File: src/logic/rv_pkg.sv
// shared rv32i types and encodings; only word loads and stores exist, so no byte enables
`default_nettype none

package rv_pkg;

  typedef logic [31:0] word_t;
  typedef logic [4:0]  reg_addr_t;
  typedef logic [6:0]  opcode_t;
  typedef logic [2:0]  funct3_t;

  // alu operation follows the funct3 meaning
  typedef logic [2:0] alu_op_t;

  localparam alu_op_t alu_add  = 3'b000;
  localparam alu_op_t alu_sll  = 3'b001;
  localparam alu_op_t alu_slt  = 3'b010;
  localparam alu_op_t alu_sltu = 3'b011;
  localparam alu_op_t alu_xor  = 3'b100;
  localparam alu_op_t alu_sr   = 3'b101;
  localparam alu_op_t alu_or   = 3'b110;
  localparam alu_op_t alu_and  = 3'b111;

  // register write-back source
  typedef logic [1:0] wb_src_t;

  localparam wb_src_t wb_alu = 2'b00;
  localparam wb_src_t wb_mem = 2'b01;
  localparam wb_src_t wb_pc4 = 2'b10;

  // major opcodes that the core accepts
  localparam opcode_t op_lui    = 7'b0110111;
  localparam opcode_t op_auipc  = 7'b0010111;
  localparam opcode_t op_jal    = 7'b1101111;
  localparam opcode_t op_jalr   = 7'b1100111;
  localparam opcode_t op_branch = 7'b1100011;
  localparam opcode_t op_load   = 7'b0000011;
  localparam opcode_t op_store  = 7'b0100011;
  localparam opcode_t op_imm    = 7'b0010011;
  localparam opcode_t op_reg    = 7'b0110011;
  localparam opcode_t op_system = 7'b1110011;

  typedef enum logic [3:0] {
    Idle,
    Fetch,
    Fetch_wait,
    Decode,
    Reg_reg,
    Reg_imm,
    Lui,
    Auipc,
    Jal,
    Jalr,
    Branch,
    Load,
    Load_wait,
    Store,
    Store_wait,
    Halt
  } core_state_e;

endpackage

`default_nettype wire

File: src/logic/ctrl_if.sv
// decode fields and alu flags go to the control unit, strobes come back; no clock inside
`default_nettype none

interface ctrl_if;

  // from the instruction register and the alu
  rv_pkg::opcode_t opcode;
  rv_pkg::funct3_t funct3;
  logic            funct7_5;
  logic [11:0]     funct12;
  logic            rs2_is_zero;
  logic            zero;
  logic            negative;
  logic            carry_out;
  logic            overflow;

  // strobes from the fsm
  logic            alua_src;
  logic            alub_src;
  rv_pkg::alu_op_t alu_op;
  logic            sub;
  logic            arithmetic;
  logic            alupc_src;
  logic            pc_src;
  logic            pc_en;
  rv_pkg::wb_src_t wb_src;
  logic            reg_wr_en;
  logic            ir_en;
  logic            mem_addr_src;

  modport datapath (
    output opcode, funct3, funct7_5, funct12, rs2_is_zero,
    output zero, negative, carry_out, overflow,
    input  alua_src, alub_src, alu_op, sub, arithmetic, alupc_src,
    input  pc_src, pc_en, wb_src, reg_wr_en, ir_en, mem_addr_src
  );

  modport control (
    input  opcode, funct3, funct7_5, funct12, rs2_is_zero,
    input  zero, negative, carry_out, overflow,
    output alua_src, alub_src, alu_op, sub, arithmetic, alupc_src,
    output pc_src, pc_en, wb_src, reg_wr_en, ir_en, mem_addr_src
  );

endinterface

`default_nettype wire

File: src/logic/alu.sv
// rv32i alu; flags always come from the adder, so sub must be set for compares
`default_nettype none

module alu (
  input  rv_pkg::word_t   a,
  input  rv_pkg::word_t   b,
  input  rv_pkg::alu_op_t alu_op,
  input  logic            sub,
  input  logic            arithmetic,
  output rv_pkg::word_t   result,
  output logic            zero,
  output logic            negative,
  output logic            carry_out,
  output logic            overflow
);

  rv_pkg::word_t b_eff;
  rv_pkg::word_t shift_right;
  logic [32:0]   sum;

  // two's complement subtract through the same adder
  assign b_eff = sub ? ~b : b;
  assign sum   = {1'b0, a} + {1'b0, b_eff} + {32'b0, sub};

  assign zero      = (sum[31:0] == '0);
  assign negative  = sum[31];
  assign carry_out = sum[32];
  assign overflow  = (a[31] == b_eff[31]) && (sum[31] != a[31]);

  assign shift_right = arithmetic ? rv_pkg::word_t'($signed(a) >>> b[4:0]) : a >> b[4:0];

  always_comb begin
    case (alu_op)
      rv_pkg::alu_add:  result = sum[31:0];
      rv_pkg::alu_sll:  result = a << b[4:0];
      rv_pkg::alu_slt:  result = {31'b0, negative ^ overflow};
      // no carry out of a - b means a < b unsigned
      rv_pkg::alu_sltu: result = {31'b0, ~carry_out};
      rv_pkg::alu_xor:  result = a ^ b;
      rv_pkg::alu_sr:   result = shift_right;
      rv_pkg::alu_or:   result = a | b;
      default:          result = a & b;
    endcase
  end

endmodule

`default_nettype wire

File: src/logic/register_file.sv
// 32 x 32 registers, x0 reads zero; a read in the write cycle returns the old value
`default_nettype none

module register_file (
  input  logic              clock,
  input  rv_pkg::reg_addr_t rs1_addr,
  input  rv_pkg::reg_addr_t rs2_addr,
  input  rv_pkg::reg_addr_t rd_addr,
  input  rv_pkg::word_t     rd_data,
  input  logic              wr_en,
  output rv_pkg::word_t     rs1_data,
  output rv_pkg::word_t     rs2_data
);

  rv_pkg::word_t regs [32];

  always_ff @(posedge clock) begin
    if (wr_en && rd_addr != '0) regs[rd_addr] <= rd_data;
  end

  assign rs1_data = (rs1_addr == '0) ? '0 : regs[rs1_addr];
  assign rs2_data = (rs2_addr == '0) ? '0 : regs[rs2_addr];

endmodule

`default_nettype wire

File: src/logic/imm_gen.sv
// immediate by opcode; unknown opcodes fall back to the i format
`default_nettype none

module imm_gen (
  input  rv_pkg::word_t instr,
  output rv_pkg::word_t imm
);

  rv_pkg::opcode_t opcode;

  assign opcode = instr[6:0];

  always_comb begin
    case (opcode)
      rv_pkg::op_store:
        imm = {{21{instr[31]}}, instr[30:25], instr[11:7]};
      rv_pkg::op_branch:
        imm = {{20{instr[31]}}, instr[7], instr[30:25], instr[11:8], 1'b0};
      rv_pkg::op_lui, rv_pkg::op_auipc:
        imm = {instr[31:12], 12'b0};
      rv_pkg::op_jal:
        imm = {{12{instr[31]}}, instr[19:12], instr[20], instr[30:21], 1'b0};
      // loads, jalr, register-immediate
      default:
        imm = {{21{instr[31]}}, instr[30:20]};
    endcase
  end

endmodule

`default_nettype wire

File: src/logic/control_unit.sv
// multicycle fsm; a request is held until busy has risen and fallen, ecall or illegal halts
`default_nettype none

module control_unit (
  input  logic    clock,
  input  logic    reset,
  input  logic    mem_busy,
  output logic    mem_rd_en,
  output logic    mem_wr_en,
  output logic    halted,
  output logic    illegal_instruction,
  ctrl_if.control cif
);

  rv_pkg::core_state_e state;
  rv_pkg::core_state_e next_state;
  logic illegal_q;
  logic illegal_now;
  logic branch_taken;
  logic slt_op;
  logic reg_legal;
  logic imm_legal;
  logic [6:0] funct7;

  always_ff @(posedge clock or posedge reset) begin
    if (reset) begin
      state     <= rv_pkg::Idle;
      illegal_q <= 1'b0;
    end else begin
      state <= next_state;
      if (illegal_now) illegal_q <= 1'b1;
    end
  end

  assign halted              = (state == rv_pkg::Halt);
  assign illegal_instruction = illegal_q;

  assign funct7 = cif.funct12[11:5];
  assign slt_op = (cif.funct3[2:1] == 2'b01);

  // only add/sub and srl/sra have a second funct7 encoding
  assign reg_legal = (funct7 == 7'b0000000) ||
                     (funct7 == 7'b0100000 &&
                      (cif.funct3 == 3'b000 || cif.funct3 == 3'b101));

  always_comb begin
    case (cif.funct3)
      3'b001:  imm_legal = (funct7 == 7'b0000000);
      3'b101:  imm_legal = (funct7 == 7'b0000000) || (funct7 == 7'b0100000);
      default: imm_legal = 1'b1;
    endcase
  end

  // flags come from rs1 - rs2
  always_comb begin
    case (cif.funct3[2:1])
      2'b00:   branch_taken = cif.zero ^ cif.funct3[0];
      2'b10:   branch_taken = (cif.negative ^ cif.overflow) ^ cif.funct3[0];
      2'b11:   branch_taken = ~cif.carry_out ^ cif.funct3[0];
      default: branch_taken = 1'b0;
    endcase
  end

  always_comb begin
    mem_rd_en        = 1'b0;
    mem_wr_en        = 1'b0;
    cif.alua_src     = 1'b0;
    cif.alub_src     = 1'b0;
    cif.alu_op       = rv_pkg::alu_add;
    cif.sub          = 1'b0;
    cif.arithmetic   = 1'b0;
    cif.alupc_src    = 1'b0;
    cif.pc_src       = 1'b0;
    cif.pc_en        = 1'b0;
    cif.wb_src       = rv_pkg::wb_alu;
    cif.reg_wr_en    = 1'b0;
    cif.ir_en        = 1'b0;
    cif.mem_addr_src = 1'b0;
    illegal_now      = 1'b0;
    next_state       = state;

    case (state)
      rv_pkg::Idle: next_state = rv_pkg::Fetch;

      rv_pkg::Fetch: begin
        mem_rd_en = 1'b1;
        if (mem_busy) next_state = rv_pkg::Fetch_wait;
      end

      rv_pkg::Fetch_wait: begin
        if (mem_busy) begin
          mem_rd_en = 1'b1;
        end else begin
          cif.ir_en  = 1'b1;
          next_state = rv_pkg::Decode;
        end
      end

      rv_pkg::Decode: begin
        // alu computes rs1 + imm here, registered as the load or store address
        cif.alub_src = 1'b1;
        if (cif.opcode[1:0] != 2'b11) begin
          illegal_now = 1'b1;
        end else begin
          case (cif.opcode)
            rv_pkg::op_reg:   if (reg_legal) next_state = rv_pkg::Reg_reg;
                              else illegal_now = 1'b1;
            rv_pkg::op_imm:   if (imm_legal) next_state = rv_pkg::Reg_imm;
                              else illegal_now = 1'b1;
            rv_pkg::op_lui:   next_state = rv_pkg::Lui;
            rv_pkg::op_auipc: next_state = rv_pkg::Auipc;
            rv_pkg::op_jal:   next_state = rv_pkg::Jal;
            rv_pkg::op_jalr:  if (cif.funct3 == 3'b000) next_state = rv_pkg::Jalr;
                              else illegal_now = 1'b1;
            rv_pkg::op_branch: if (cif.funct3[2:1] != 2'b01) next_state = rv_pkg::Branch;
                               else illegal_now = 1'b1;
            rv_pkg::op_load:  if (cif.funct3 == 3'b010) next_state = rv_pkg::Load;
                              else illegal_now = 1'b1;
            rv_pkg::op_store: if (cif.funct3 == 3'b010) next_state = rv_pkg::Store;
                              else illegal_now = 1'b1;
            rv_pkg::op_system: begin
              // ecall only, ebreak and csr accesses are illegal
              if (cif.funct3 == 3'b000 && funct7 == 7'b0000000 && cif.rs2_is_zero)
                next_state = rv_pkg::Halt;
              else
                illegal_now = 1'b1;
            end
            default: illegal_now = 1'b1;
          endcase
        end
        if (illegal_now) next_state = rv_pkg::Halt;
      end

      rv_pkg::Reg_reg: begin
        cif.alu_op     = cif.funct3;
        cif.sub        = (cif.funct7_5 && cif.funct3 == 3'b000) || slt_op;
        cif.arithmetic = cif.funct7_5;
        cif.pc_en      = 1'b1;
        cif.reg_wr_en  = 1'b1;
        next_state     = rv_pkg::Fetch;
      end

      rv_pkg::Reg_imm: begin
        cif.alub_src   = 1'b1;
        cif.alu_op     = cif.funct3;
        cif.sub        = slt_op;
        cif.arithmetic = cif.funct7_5 && (cif.funct3 == 3'b101);
        cif.pc_en      = 1'b1;
        cif.reg_wr_en  = 1'b1;
        next_state     = rv_pkg::Fetch;
      end

      // rs1 is forced to x0 for lui in the datapath
      rv_pkg::Lui: begin
        cif.alub_src  = 1'b1;
        cif.pc_en     = 1'b1;
        cif.reg_wr_en = 1'b1;
        next_state    = rv_pkg::Fetch;
      end

      rv_pkg::Auipc: begin
        cif.alua_src  = 1'b1;
        cif.alub_src  = 1'b1;
        cif.pc_en     = 1'b1;
        cif.reg_wr_en = 1'b1;
        next_state    = rv_pkg::Fetch;
      end

      rv_pkg::Jal: begin
        cif.pc_src    = 1'b1;
        cif.pc_en     = 1'b1;
        cif.wb_src    = rv_pkg::wb_pc4;
        cif.reg_wr_en = 1'b1;
        next_state    = rv_pkg::Fetch;
      end

      rv_pkg::Jalr: begin
        cif.alub_src  = 1'b1;
        cif.alupc_src = 1'b1;
        cif.pc_src    = 1'b1;
        cif.pc_en     = 1'b1;
        cif.wb_src    = rv_pkg::wb_pc4;
        cif.reg_wr_en = 1'b1;
        next_state    = rv_pkg::Fetch;
      end

      rv_pkg::Branch: begin
        cif.sub    = 1'b1;
        cif.pc_src = branch_taken;
        cif.pc_en  = 1'b1;
        next_state = rv_pkg::Fetch;
      end

      rv_pkg::Load, rv_pkg::Load_wait: begin
        cif.mem_addr_src = 1'b1;
        cif.alub_src     = 1'b1;
        cif.wb_src       = rv_pkg::wb_mem;
        if (state == rv_pkg::Load) begin
          mem_rd_en = 1'b1;
          if (mem_busy) next_state = rv_pkg::Load_wait;
        end else if (mem_busy) begin
          mem_rd_en = 1'b1;
        end else begin
          cif.pc_en     = 1'b1;
          cif.reg_wr_en = 1'b1;
          next_state    = rv_pkg::Fetch;
        end
      end

      rv_pkg::Store, rv_pkg::Store_wait: begin
        cif.mem_addr_src = 1'b1;
        cif.alub_src     = 1'b1;
        if (state == rv_pkg::Store) begin
          mem_wr_en = 1'b1;
          if (mem_busy) next_state = rv_pkg::Store_wait;
        end else if (mem_busy) begin
          mem_wr_en = 1'b1;
        end else begin
          cif.pc_en  = 1'b1;
          next_state = rv_pkg::Fetch;
        end
      end

      rv_pkg::Halt: next_state = rv_pkg::Halt;

      default: next_state = rv_pkg::Idle;
    endcase
  end

endmodule

`default_nettype wire

File: src/logic/datapath.sv
// multicycle datapath; reset_pc must be word aligned, bus address and write data come from flops
`default_nettype none

module datapath #(
  parameter rv_pkg::word_t reset_pc = '0
) (
  input  logic          clock,
  input  logic          reset,
  ctrl_if.datapath      cif,
  output rv_pkg::word_t mem_addr,
  output rv_pkg::word_t mem_wdata,
  input  rv_pkg::word_t mem_rdata
);

  rv_pkg::word_t pc;
  rv_pkg::word_t pc_plus4;
  rv_pkg::word_t pc_next;
  rv_pkg::word_t branch_target;
  rv_pkg::word_t ir;
  rv_pkg::word_t imm;
  rv_pkg::word_t mdr;
  rv_pkg::word_t alu_out;
  rv_pkg::word_t alu_a;
  rv_pkg::word_t alu_b;
  rv_pkg::word_t alu_result;
  rv_pkg::word_t rs1_data;
  rv_pkg::word_t rs2_data;
  rv_pkg::word_t rd_data;
  rv_pkg::reg_addr_t rs1_addr;

  always_ff @(posedge clock or posedge reset) begin
    if (reset) pc <= reset_pc;
    else if (cif.pc_en) pc <= pc_next;
  end

  // alu_out holds rs1 + imm from decode onward, mdr holds the store data
  always_ff @(posedge clock) begin
    if (cif.ir_en) ir <= mem_rdata;
    alu_out <= alu_result;
    mdr     <= rs2_data;
  end

  assign cif.opcode      = ir[6:0];
  assign cif.funct3      = ir[14:12];
  assign cif.funct7_5    = ir[30];
  assign cif.funct12     = ir[31:20];
  assign cif.rs2_is_zero = (ir[24:20] == '0);

  // lui has no rs1 field, read x0 so the alu adds zero
  assign rs1_addr = (ir[6:0] == rv_pkg::op_lui) ? '0 : ir[19:15];

  imm_gen u_imm_gen (
    .instr (ir),
    .imm   (imm)
  );

  register_file u_register_file (
    .clock    (clock),
    .rs1_addr (rs1_addr),
    .rs2_addr (ir[24:20]),
    .rd_addr  (ir[11:7]),
    .rd_data  (rd_data),
    .wr_en    (cif.reg_wr_en),
    .rs1_data (rs1_data),
    .rs2_data (rs2_data)
  );

  assign alu_a = cif.alua_src ? pc : rs1_data;
  assign alu_b = cif.alub_src ? imm : rs2_data;

  alu u_alu (
    .a          (alu_a),
    .b          (alu_b),
    .alu_op     (cif.alu_op),
    .sub        (cif.sub),
    .arithmetic (cif.arithmetic),
    .result     (alu_result),
    .zero       (cif.zero),
    .negative   (cif.negative),
    .carry_out  (cif.carry_out),
    .overflow   (cif.overflow)
  );

  // separate adder leaves the alu for the branch compare
  assign branch_target = pc + imm;
  assign pc_plus4      = pc + 32'd4;

  always_comb begin
    if (!cif.pc_src) pc_next = pc_plus4;
    else if (cif.alupc_src) pc_next = {alu_result[31:1], 1'b0};
    else pc_next = branch_target;
  end

  always_comb begin
    case (cif.wb_src)
      rv_pkg::wb_mem: rd_data = mem_rdata;
      rv_pkg::wb_pc4: rd_data = pc_plus4;
      default:        rd_data = alu_result;
    endcase
  end

  assign mem_addr  = cif.mem_addr_src ? alu_out : pc;
  assign mem_wdata = mdr;

endmodule

`default_nettype wire

File: src/logic/rv_core.sv
// rv32i core top; one word-wide memory port with a request/busy handshake, no interrupts
`default_nettype none

module rv_core #(
  parameter rv_pkg::word_t reset_pc = '0
) (
  input  logic          clock,
  input  logic          reset,
  output rv_pkg::word_t mem_addr,
  output rv_pkg::word_t mem_wdata,
  input  rv_pkg::word_t mem_rdata,
  output logic          mem_rd_en,
  output logic          mem_wr_en,
  input  logic          mem_busy,
  output logic          halted,
  output logic          illegal_instruction
);

  ctrl_if cif ();

  control_unit u_control_unit (
    .clock               (clock),
    .reset               (reset),
    .mem_busy            (mem_busy),
    .mem_rd_en           (mem_rd_en),
    .mem_wr_en           (mem_wr_en),
    .halted              (halted),
    .illegal_instruction (illegal_instruction),
    .cif                 (cif.control)
  );

  datapath #(
    .reset_pc (reset_pc)
  ) u_datapath (
    .clock     (clock),
    .reset     (reset),
    .cif       (cif.datapath),
    .mem_addr  (mem_addr),
    .mem_wdata (mem_wdata),
    .mem_rdata (mem_rdata)
  );

endmodule

`default_nettype wire

File: config.mk
export PLATFORM = sky130hd
export DESIGN_NAME = rv_core
export DESIGN_NICKNAME = d
export VERILOG_FILES = /design/src/logic/rv_pkg.sv /design/src/logic/ctrl_if.sv /design/src/logic/alu.sv /design/src/logic/register_file.sv /design/src/logic/imm_gen.sv /design/src/logic/control_unit.sv /design/src/logic/datapath.sv /design/src/logic/rv_core.sv
export SDC_FILE = /design/constraint.sdc
export NUM_CORES = 2
export LEC_CHECK = 0
export BUFFER_PORTS_ARGS = -buffer_cell sky130_fd_sc_hd__buf_2
export CORE_UTILIZATION = 40
export DETAILED_ROUTE_END_ITERATION = 8
export PLACE_DENSITY = 0.64
export SLEW_MARGIN = 10
export SYNTH_ARGS = -nofsm -noshare
export SYNTH_HDL_FRONTEND = slang
export SYNTH_HIERARCHICAL = 1
export SYNTH_SLANG_ARGS = --single-unit
File: constraint.sdc
create_clock -name clock -period 8.5 [get_ports clock]
set_input_delay 0.85 -clock clock [delete_from_list [all_inputs] [get_ports clock]]
set_output_delay 0.85 -clock clock [all_outputs]
set_load 0.03 [all_outputs]
[Word-level counts from Yosys, hierarchy flattened]
Memories as Yosys holds them, arrays and structs flattened. A register that Yosys moved wholly into a read port is not among the register bits.
Index checks and enable logic that the tools add are counted.
Cells by class
  add/sub/neg operators: 4
  multipliers: 0
  div/mod/pow operators: 0
  order comparisons: 0
  equal/unequal tests: 57
  shift-type cells: 3
  muxes and demuxes: 66
  bitwise operators: 9
  reduce and logical (&&, ||, !) cells: 33
Operators with widths (count)
  $mux 32: 9
  $pmux 32 s7: 1
  $pmux 31 s4: 1
  $mux 4: 16
  $pmux 32 s2: 1
  $pmux 4 s10: 1
  $add 32x32->33: 1
  $add 33x1->33: 1
  $add 32x3->32 const B: 1
  $add 32x32->32: 1
  $and 32x32->32: 1
  $eq 4x4->1 const B: 8
  $logic_not 32->1: 1
  $not 32->32: 1
  $or 32x32->32: 1
  $shl 32x5->32: 1
  $shr 32x5->32: 1
  $sshr 32x5->32: 1
  $xor 32x32->32: 1
  $eq 7x6->1 const B: 4
  $eq 7x7->1 const B: 4
  $ne 4x2->1 const B: 7
  $pmux 4 s7: 1
  $mux 1: 23
  40 further kinds: 84
Storage, ports and cells
  register bits after elaboration: 133
  bits in latches: 0
  RAM bits: 1024
  ROM bits: 0
  output and inout port bits: 68
  word-level logic and storage cells: 179
  memories kept: 1
Memory list
  u_datapath.u_register_file.regs: words 32, width 32, read ports 2, clocked after memory_dff 1, write ports 1, RTL line register_file.sv:15  | rv_pkg::word_t regs [32];

[Depth between registers and ports, before layout]
  depth in word-level cells: 15
  depth in mapped cells: 37

[Modules after synthesis]
Netlist, hierarchy kept.
By module, submodules not included
  register_file: instances 1, cells each 2400, area each 46998.8 sq um, seq. area each 30749.5 sq um
  datapath: instances 1, cells each 909, area each 8451.9 sq um, seq. area each 3042.9 sq um
  alu: instances 1, cells each 1181, area each 8064.0 sq um, seq. area each 0.0 sq um
  control_unit: instances 1, cells each 141, area each 907.1 sq um, seq. area each 125.1 sq um
  imm_gen: instances 1, cells each 50, area each 392.9 sq um, seq. area each 0.0 sq um

[Worst setup path after synthesis]
Ideal clock, no wire load.
  path type: register to register
  start point: register u_control_unit.state[2]
  end point: register u_datapath.pc[22]
  arrival: 7218 ps
  slack: 1152 ps
  stages on the path, launching flop included: 35
  buffers on the path: 10
  path through: dfrtp_1 clkbuf_1 clkbuf_1 nand2_1 nor2_1 nor3_1 clkbuf_1 buf_1 mux2_2 buf_2 buf_2 buf_2 buf_1 xor2_1 inv_1 fa_1 nand2b_1 a21boi_0 o21ai_0 a2111o_1 nor4b_1 nand4_1 nor4b_2 nand4_1 nor4_2 nor2_1 a21oi_1 xnor2_1 o21ai_0 and4_1 clkbuf_1 clkbuf_1 o21ai_0 a22oi_1 o21ai_0
RTL lines
  from (decl): RTL line control_unit.sv:15  | rv_pkg::core_state_e state;
  from (signal assigned): RTL line control_unit.sv:27  | state <= rv_pkg::Idle;
  from (signal assigned): RTL line control_unit.sv:30  | state <= next_state;
  $eq 4x3->1 (tied with other cells): RTL line control_unit.sv:82  | case (state)
  $reduce_or 9->1 (no source line) *
  $mux 1 *: RTL line control_unit.sv:82
  via cif.alub_src: RTL line ctrl_if.sv:19  | logic alub_src;
  $mux 32 *: RTL line datapath.sv:69  | assign alu_b = cif.alub_src ? imm : rs2_data;
  via u_datapath.alu_b[1]: RTL line datapath.sv:24  | rv_pkg::word_t alu_b;
  $not 32->32: RTL line alu.sv:22  | assign b_eff = sub ? ~b : b;
  $mux 32 *: RTL line alu.sv:22
  $add 32x32->33 *: RTL line alu.sv:23  | assign sum = {1'b0, a} + {1'b0, b_eff} + {32'b0, sub};
  $add 33x1->33 *: RTL line alu.sv:23
  $logic_not 32->1 *: RTL line alu.sv:25  | assign zero = (sum[31:0] == '0);
  via cif.zero: RTL line ctrl_if.sv:12  | logic zero;
  $xor 1x1->1 *: RTL line control_unit.sv:57  | 2'b00: branch_taken = cif.zero ^ cif.funct3[0];
  $pmux 1 s3 *: RTL line control_unit.sv:56  | case (cif.funct3[2:1])
  $pmux 1 s2 *: RTL line control_unit.sv:82
  via cif.pc_src: RTL line ctrl_if.sv:24  | logic pc_src;
  $mux 32 *: RTL line datapath.sv:89  | if (!cif.pc_src) pc_next = pc_plus4;
  to (signal assigned): RTL line datapath.sv:32  | if (reset) pc <= reset_pc;
  to (signal assigned): RTL line datapath.sv:33  | else if (cif.pc_en) pc <= pc_next;
  to (decl): RTL line datapath.sv:15  | rv_pkg::word_t pc;
The timed path passes the listed nets; every way through them passes the cells marked *.
A chain may end at the register's enable or synchronous reset.

[Final worst setup path]
  start point: register u_datapath.ir[21]
  end point: register u_datapath.pc[16]
RTL lines
  from (decl): RTL line datapath.sv:19  | rv_pkg::word_t ir;
  from (signal assigned): RTL line datapath.sv:38  | if (cif.ir_en) ir <= mem_rdata;
  $logic_not 5->1 *: RTL line register_file.sv:22  | assign rs2_data = (rs2_addr == '0) ? '0 : regs[rs2_addr];
  $mux 32 *: RTL line register_file.sv:22
  via u_datapath.rs2_data[9]: RTL line datapath.sv:27  | rv_pkg::word_t rs2_data;
  $mux 32 *: RTL line datapath.sv:69
  via u_datapath.alu_b[9]: RTL line datapath.sv:24
  $not 32->32: RTL line alu.sv:22
  $mux 32 *: RTL line alu.sv:22
  $add 32x32->33 *: RTL line alu.sv:23
  $add 33x1->33 *: RTL line alu.sv:23
  $logic_not 32->1 *: RTL line alu.sv:25
  via cif.zero: RTL line ctrl_if.sv:12
  $xor 1x1->1 *: RTL line control_unit.sv:57
  $pmux 1 s3 *: RTL line control_unit.sv:56
  $pmux 1 s2 *: RTL line control_unit.sv:82
  via cif.pc_src: RTL line ctrl_if.sv:24
  $mux 32 *: RTL line datapath.sv:89
Marks and branches as above.

==> metrics.md <==
| Metric | Value |
|---|---|
| Run status | finished, final reports clean |
| Worst-path clk slew | 0.07 ns |
| GR Util All Layers | 0.2913 |
| Vias | 47776 |
| Fmax | 0.1214 GHz |
| Wire per inst | 34.05 um |
| Horiz. Die Dim | 404.4 um |
| Routed Antenna Nets | 0 |
| Peak supply drop | 0.3877 mV |
| Post-route cell area | 73570 um2 |
| DRC Markers | 0 |
| Worst r2r src | u_datapath/ir[21] |
| Max clock buf depth | 3 |
| Hold Path Origin | mem_rdata[27] |
| Largest net degree at the start of global routing | 79 |
| Sink of the worst hold path | u_datapath/ir[27] |
| Critical R2R Capture | u_datapath/pc[16] |
| Final setup margin | 0.2634 ns |
| Global-route wire length before repair | 340.6 mm |
| Slowest library cell on the worst path | nor3_1 |
| # IOs | 103 |
| Initial DRT Pass Iterations | 8 |
| Actual slew at the worst max-slew pin | 1.306 ns |
| Synth Warn # | 6 |
| Clock Latency Late Sink | 0.81 ns |
| CP endpoint kind | register |
| Layout Nets | 5038 |
| Final Util | 0.4576 |
| Die Ht | 404.4 um |
| Post-detail-place hpwl | 159.2 mm |
| Gr ovfl total | 0 |
| Power Total | 31.18 mW |
| Clock root cell | clkbuf_16 |
| Crit path max fanout | 29 |
| Mapped Cells | 4676 |
| Crit-path most repeated cell | a21oi_1 |
| Cell Area, Synth | 64780 um2 |
| Share of post-route cells with drive strength above 1 | 0.2670 |
| Std-Cell Rows | 147 |
| Initial antenna violation count | 17 |
| Number of global-route vias before repair | 45547 |
| Leak | 25.80 nW |
| I/O Buffers | 102 |
| WHS Path Cells | 1 |
| Clk sink count | 1157 |
| Fin crit period | 8.237 ns |
| Worst endpoint required time | 9.23 ns |
| Core area | 160800 um2 |
| Reg2Reg Setup Slack | 0.26 ns |
| Cell Area, Placed | 69490 um2 |
| Initial DRC Count | 7150 |
| Total wire length | 243.2 mm |
| Relative slew slack | 0.1274 |
| CTS tree | done |
| Fillers | 14161 |
| Clk_skew | 0.07739 ns |
| Pre-CTS setup slack | 0.2675 ns |
| Starting Density | 0.4030 |
| Crit path launch type | register |
| Die ar. | 163600 um2 |
| Total CTS buffers | 119 |
| Area delta synth->final | 13.57% |
| Critical Path AT | 8.96 ns |
| Syn_area_per_cell | 13.85 um2 |
| Hold Crit Class | in2reg |
| Max cap viols | 0 |
| Final slew viol count | 0 |
| Via density | 6.690 |
| CP max stage delay | 0.83 ns |
| Power density cells | 423.8 nW/um2 |
| Worst-case reg-to-reg path depth | 28 |
| CTS H-tree lvls | 3 |
| Hold Violations, Final | 0 |
| # setup viols final | 0 |
| Gpl congestion | 1.001 |
| Final Cycle Share | 0.9690 |
| WS Path Type | reg2reg |
## layout by cell type (no fill, tap or decap), types with 34 or more instances in the layout
cell and n:
xnor2_1 47, ha_1 129, nor2_4 34, mux2i_1 241, edfxtp_1 1056, dfrtp_1 37
clkbuf_16 125, a211o_1 36, a22o_1 84, mux4_2 461, o221ai_1 48, nor3_1 83
o22ai_1 69, nand2_1 245, a221oi_1 55, xor2_1 68, inv_1 141, a211oi_1 68
buf_2 102, nor2_1 221, o21ai_0 114, a21o_1 52, dfxtp_1 64, mux2_2 122
nand3_1 40, buf_4 287, a21oi_1 228
## sequential cells by signal, summed over array words and instances, names as in the netlist
name / cells
u_control_unit/illegal_instruction: 1
u_control_unit/state: 4
u_datapath/alu_out: 32
u_datapath/ir: 32
u_datapath/mem_wdata: 32
u_datapath/pc: 32
u_datapath/u_register_file/regs: 1024
## where the power goes
part / total, mW / internal, mW / switching (mW)
logic: 15.3 / 4.58 / 10.8
clock network: 5.23 / 2.92 / 2.32
registers: 10.6 / 10.1 / 0.489
## critical path: cells and delay by family, from the launching register on
kind,cells,cell delay (ns)
buffers and inverters,4,1.21
XOR/XNOR,3,0.59
multiplexers,1,0.41
AND/OR/NAND/NOR,7,2.73
AO/OA/AOI/OAI,12,2.29
adder cells (fa/ha/maj),1,0.22
flip-flops,1,0.66
## how the worst max path moves through the flow
stage                                 start                end  slack, ns  depth (start not counted)
finish                    u_datapath/ir[21]  u_datapath/pc[16]       0.26                         28
global route               u_datapath/ir[6]  u_datapath/pc[12]     -0.008                         30
CTS                        u_datapath/ir[6]  u_datapath/pc[16]       0.20                         30
detailed placement         u_datapath/ir[6]  u_datapath/pc[16]       0.27                         29
global placement           u_datapath/ir[6]  u_datapath/pc[12]       0.09                         30
floorplan           u_control_unit/state[2]  u_datapath/pc[22]       1.15                         34
## metrics by stage
stage	hold slack, ns	cells	setup TNS, ns
after global routing	0.2592	7135	-0.008276
after global placement	0.4458	6899	0
after detailed placement	0.4520	6899	0
after floorplan	0.5104	4707	0
after CTS	0.2390	7124	0
final	0.2657	7141	0
## area by class of cell
| type | count | area (um2) | share of cell area |
|---|---|---|---|
| sequential | 1157 | 33920 | 0.4610 |
| multi-input combinational | 3021 | 29140 | 0.3961 |
| timing repair buffer | 425 | 3341 | 0.04541 |
| clock buffer | 150 | 3199 | 0.04349 |
| tap | 2160 | 2703 | 0.03674 |
| clock inverter | 74 | 693.2 | 0.009422 |
| inverter | 147 | 554.3 | 0.007534 |
| antenna | 7 | 17.52 | 0.0002381 |
## what timing repair did
action,CTS,global route
hold buffers,1,0
endpoints found under the setup margin,0,32
endpoints found under the hold margin,5,0
buffers inserted,0,8
gates resized for setup,0,11
## routing by layer
| layer | vias up | share of wire | GRT usage |
|---|---|---|---|
| met3 | 664 | 0.12 | 0.07090 |
| met2 | 3516 | 0.45 | 0.4463 |
| met5 | - | 0.00016 | 0 |
| met4 | 6 | 0.057 | 0.1484 |
| met1 | 24371 | 0.37 | 0.3848 |
| li1 | 19219 | - | - |
Note: power is estimated with default switching activity, not from simulation.
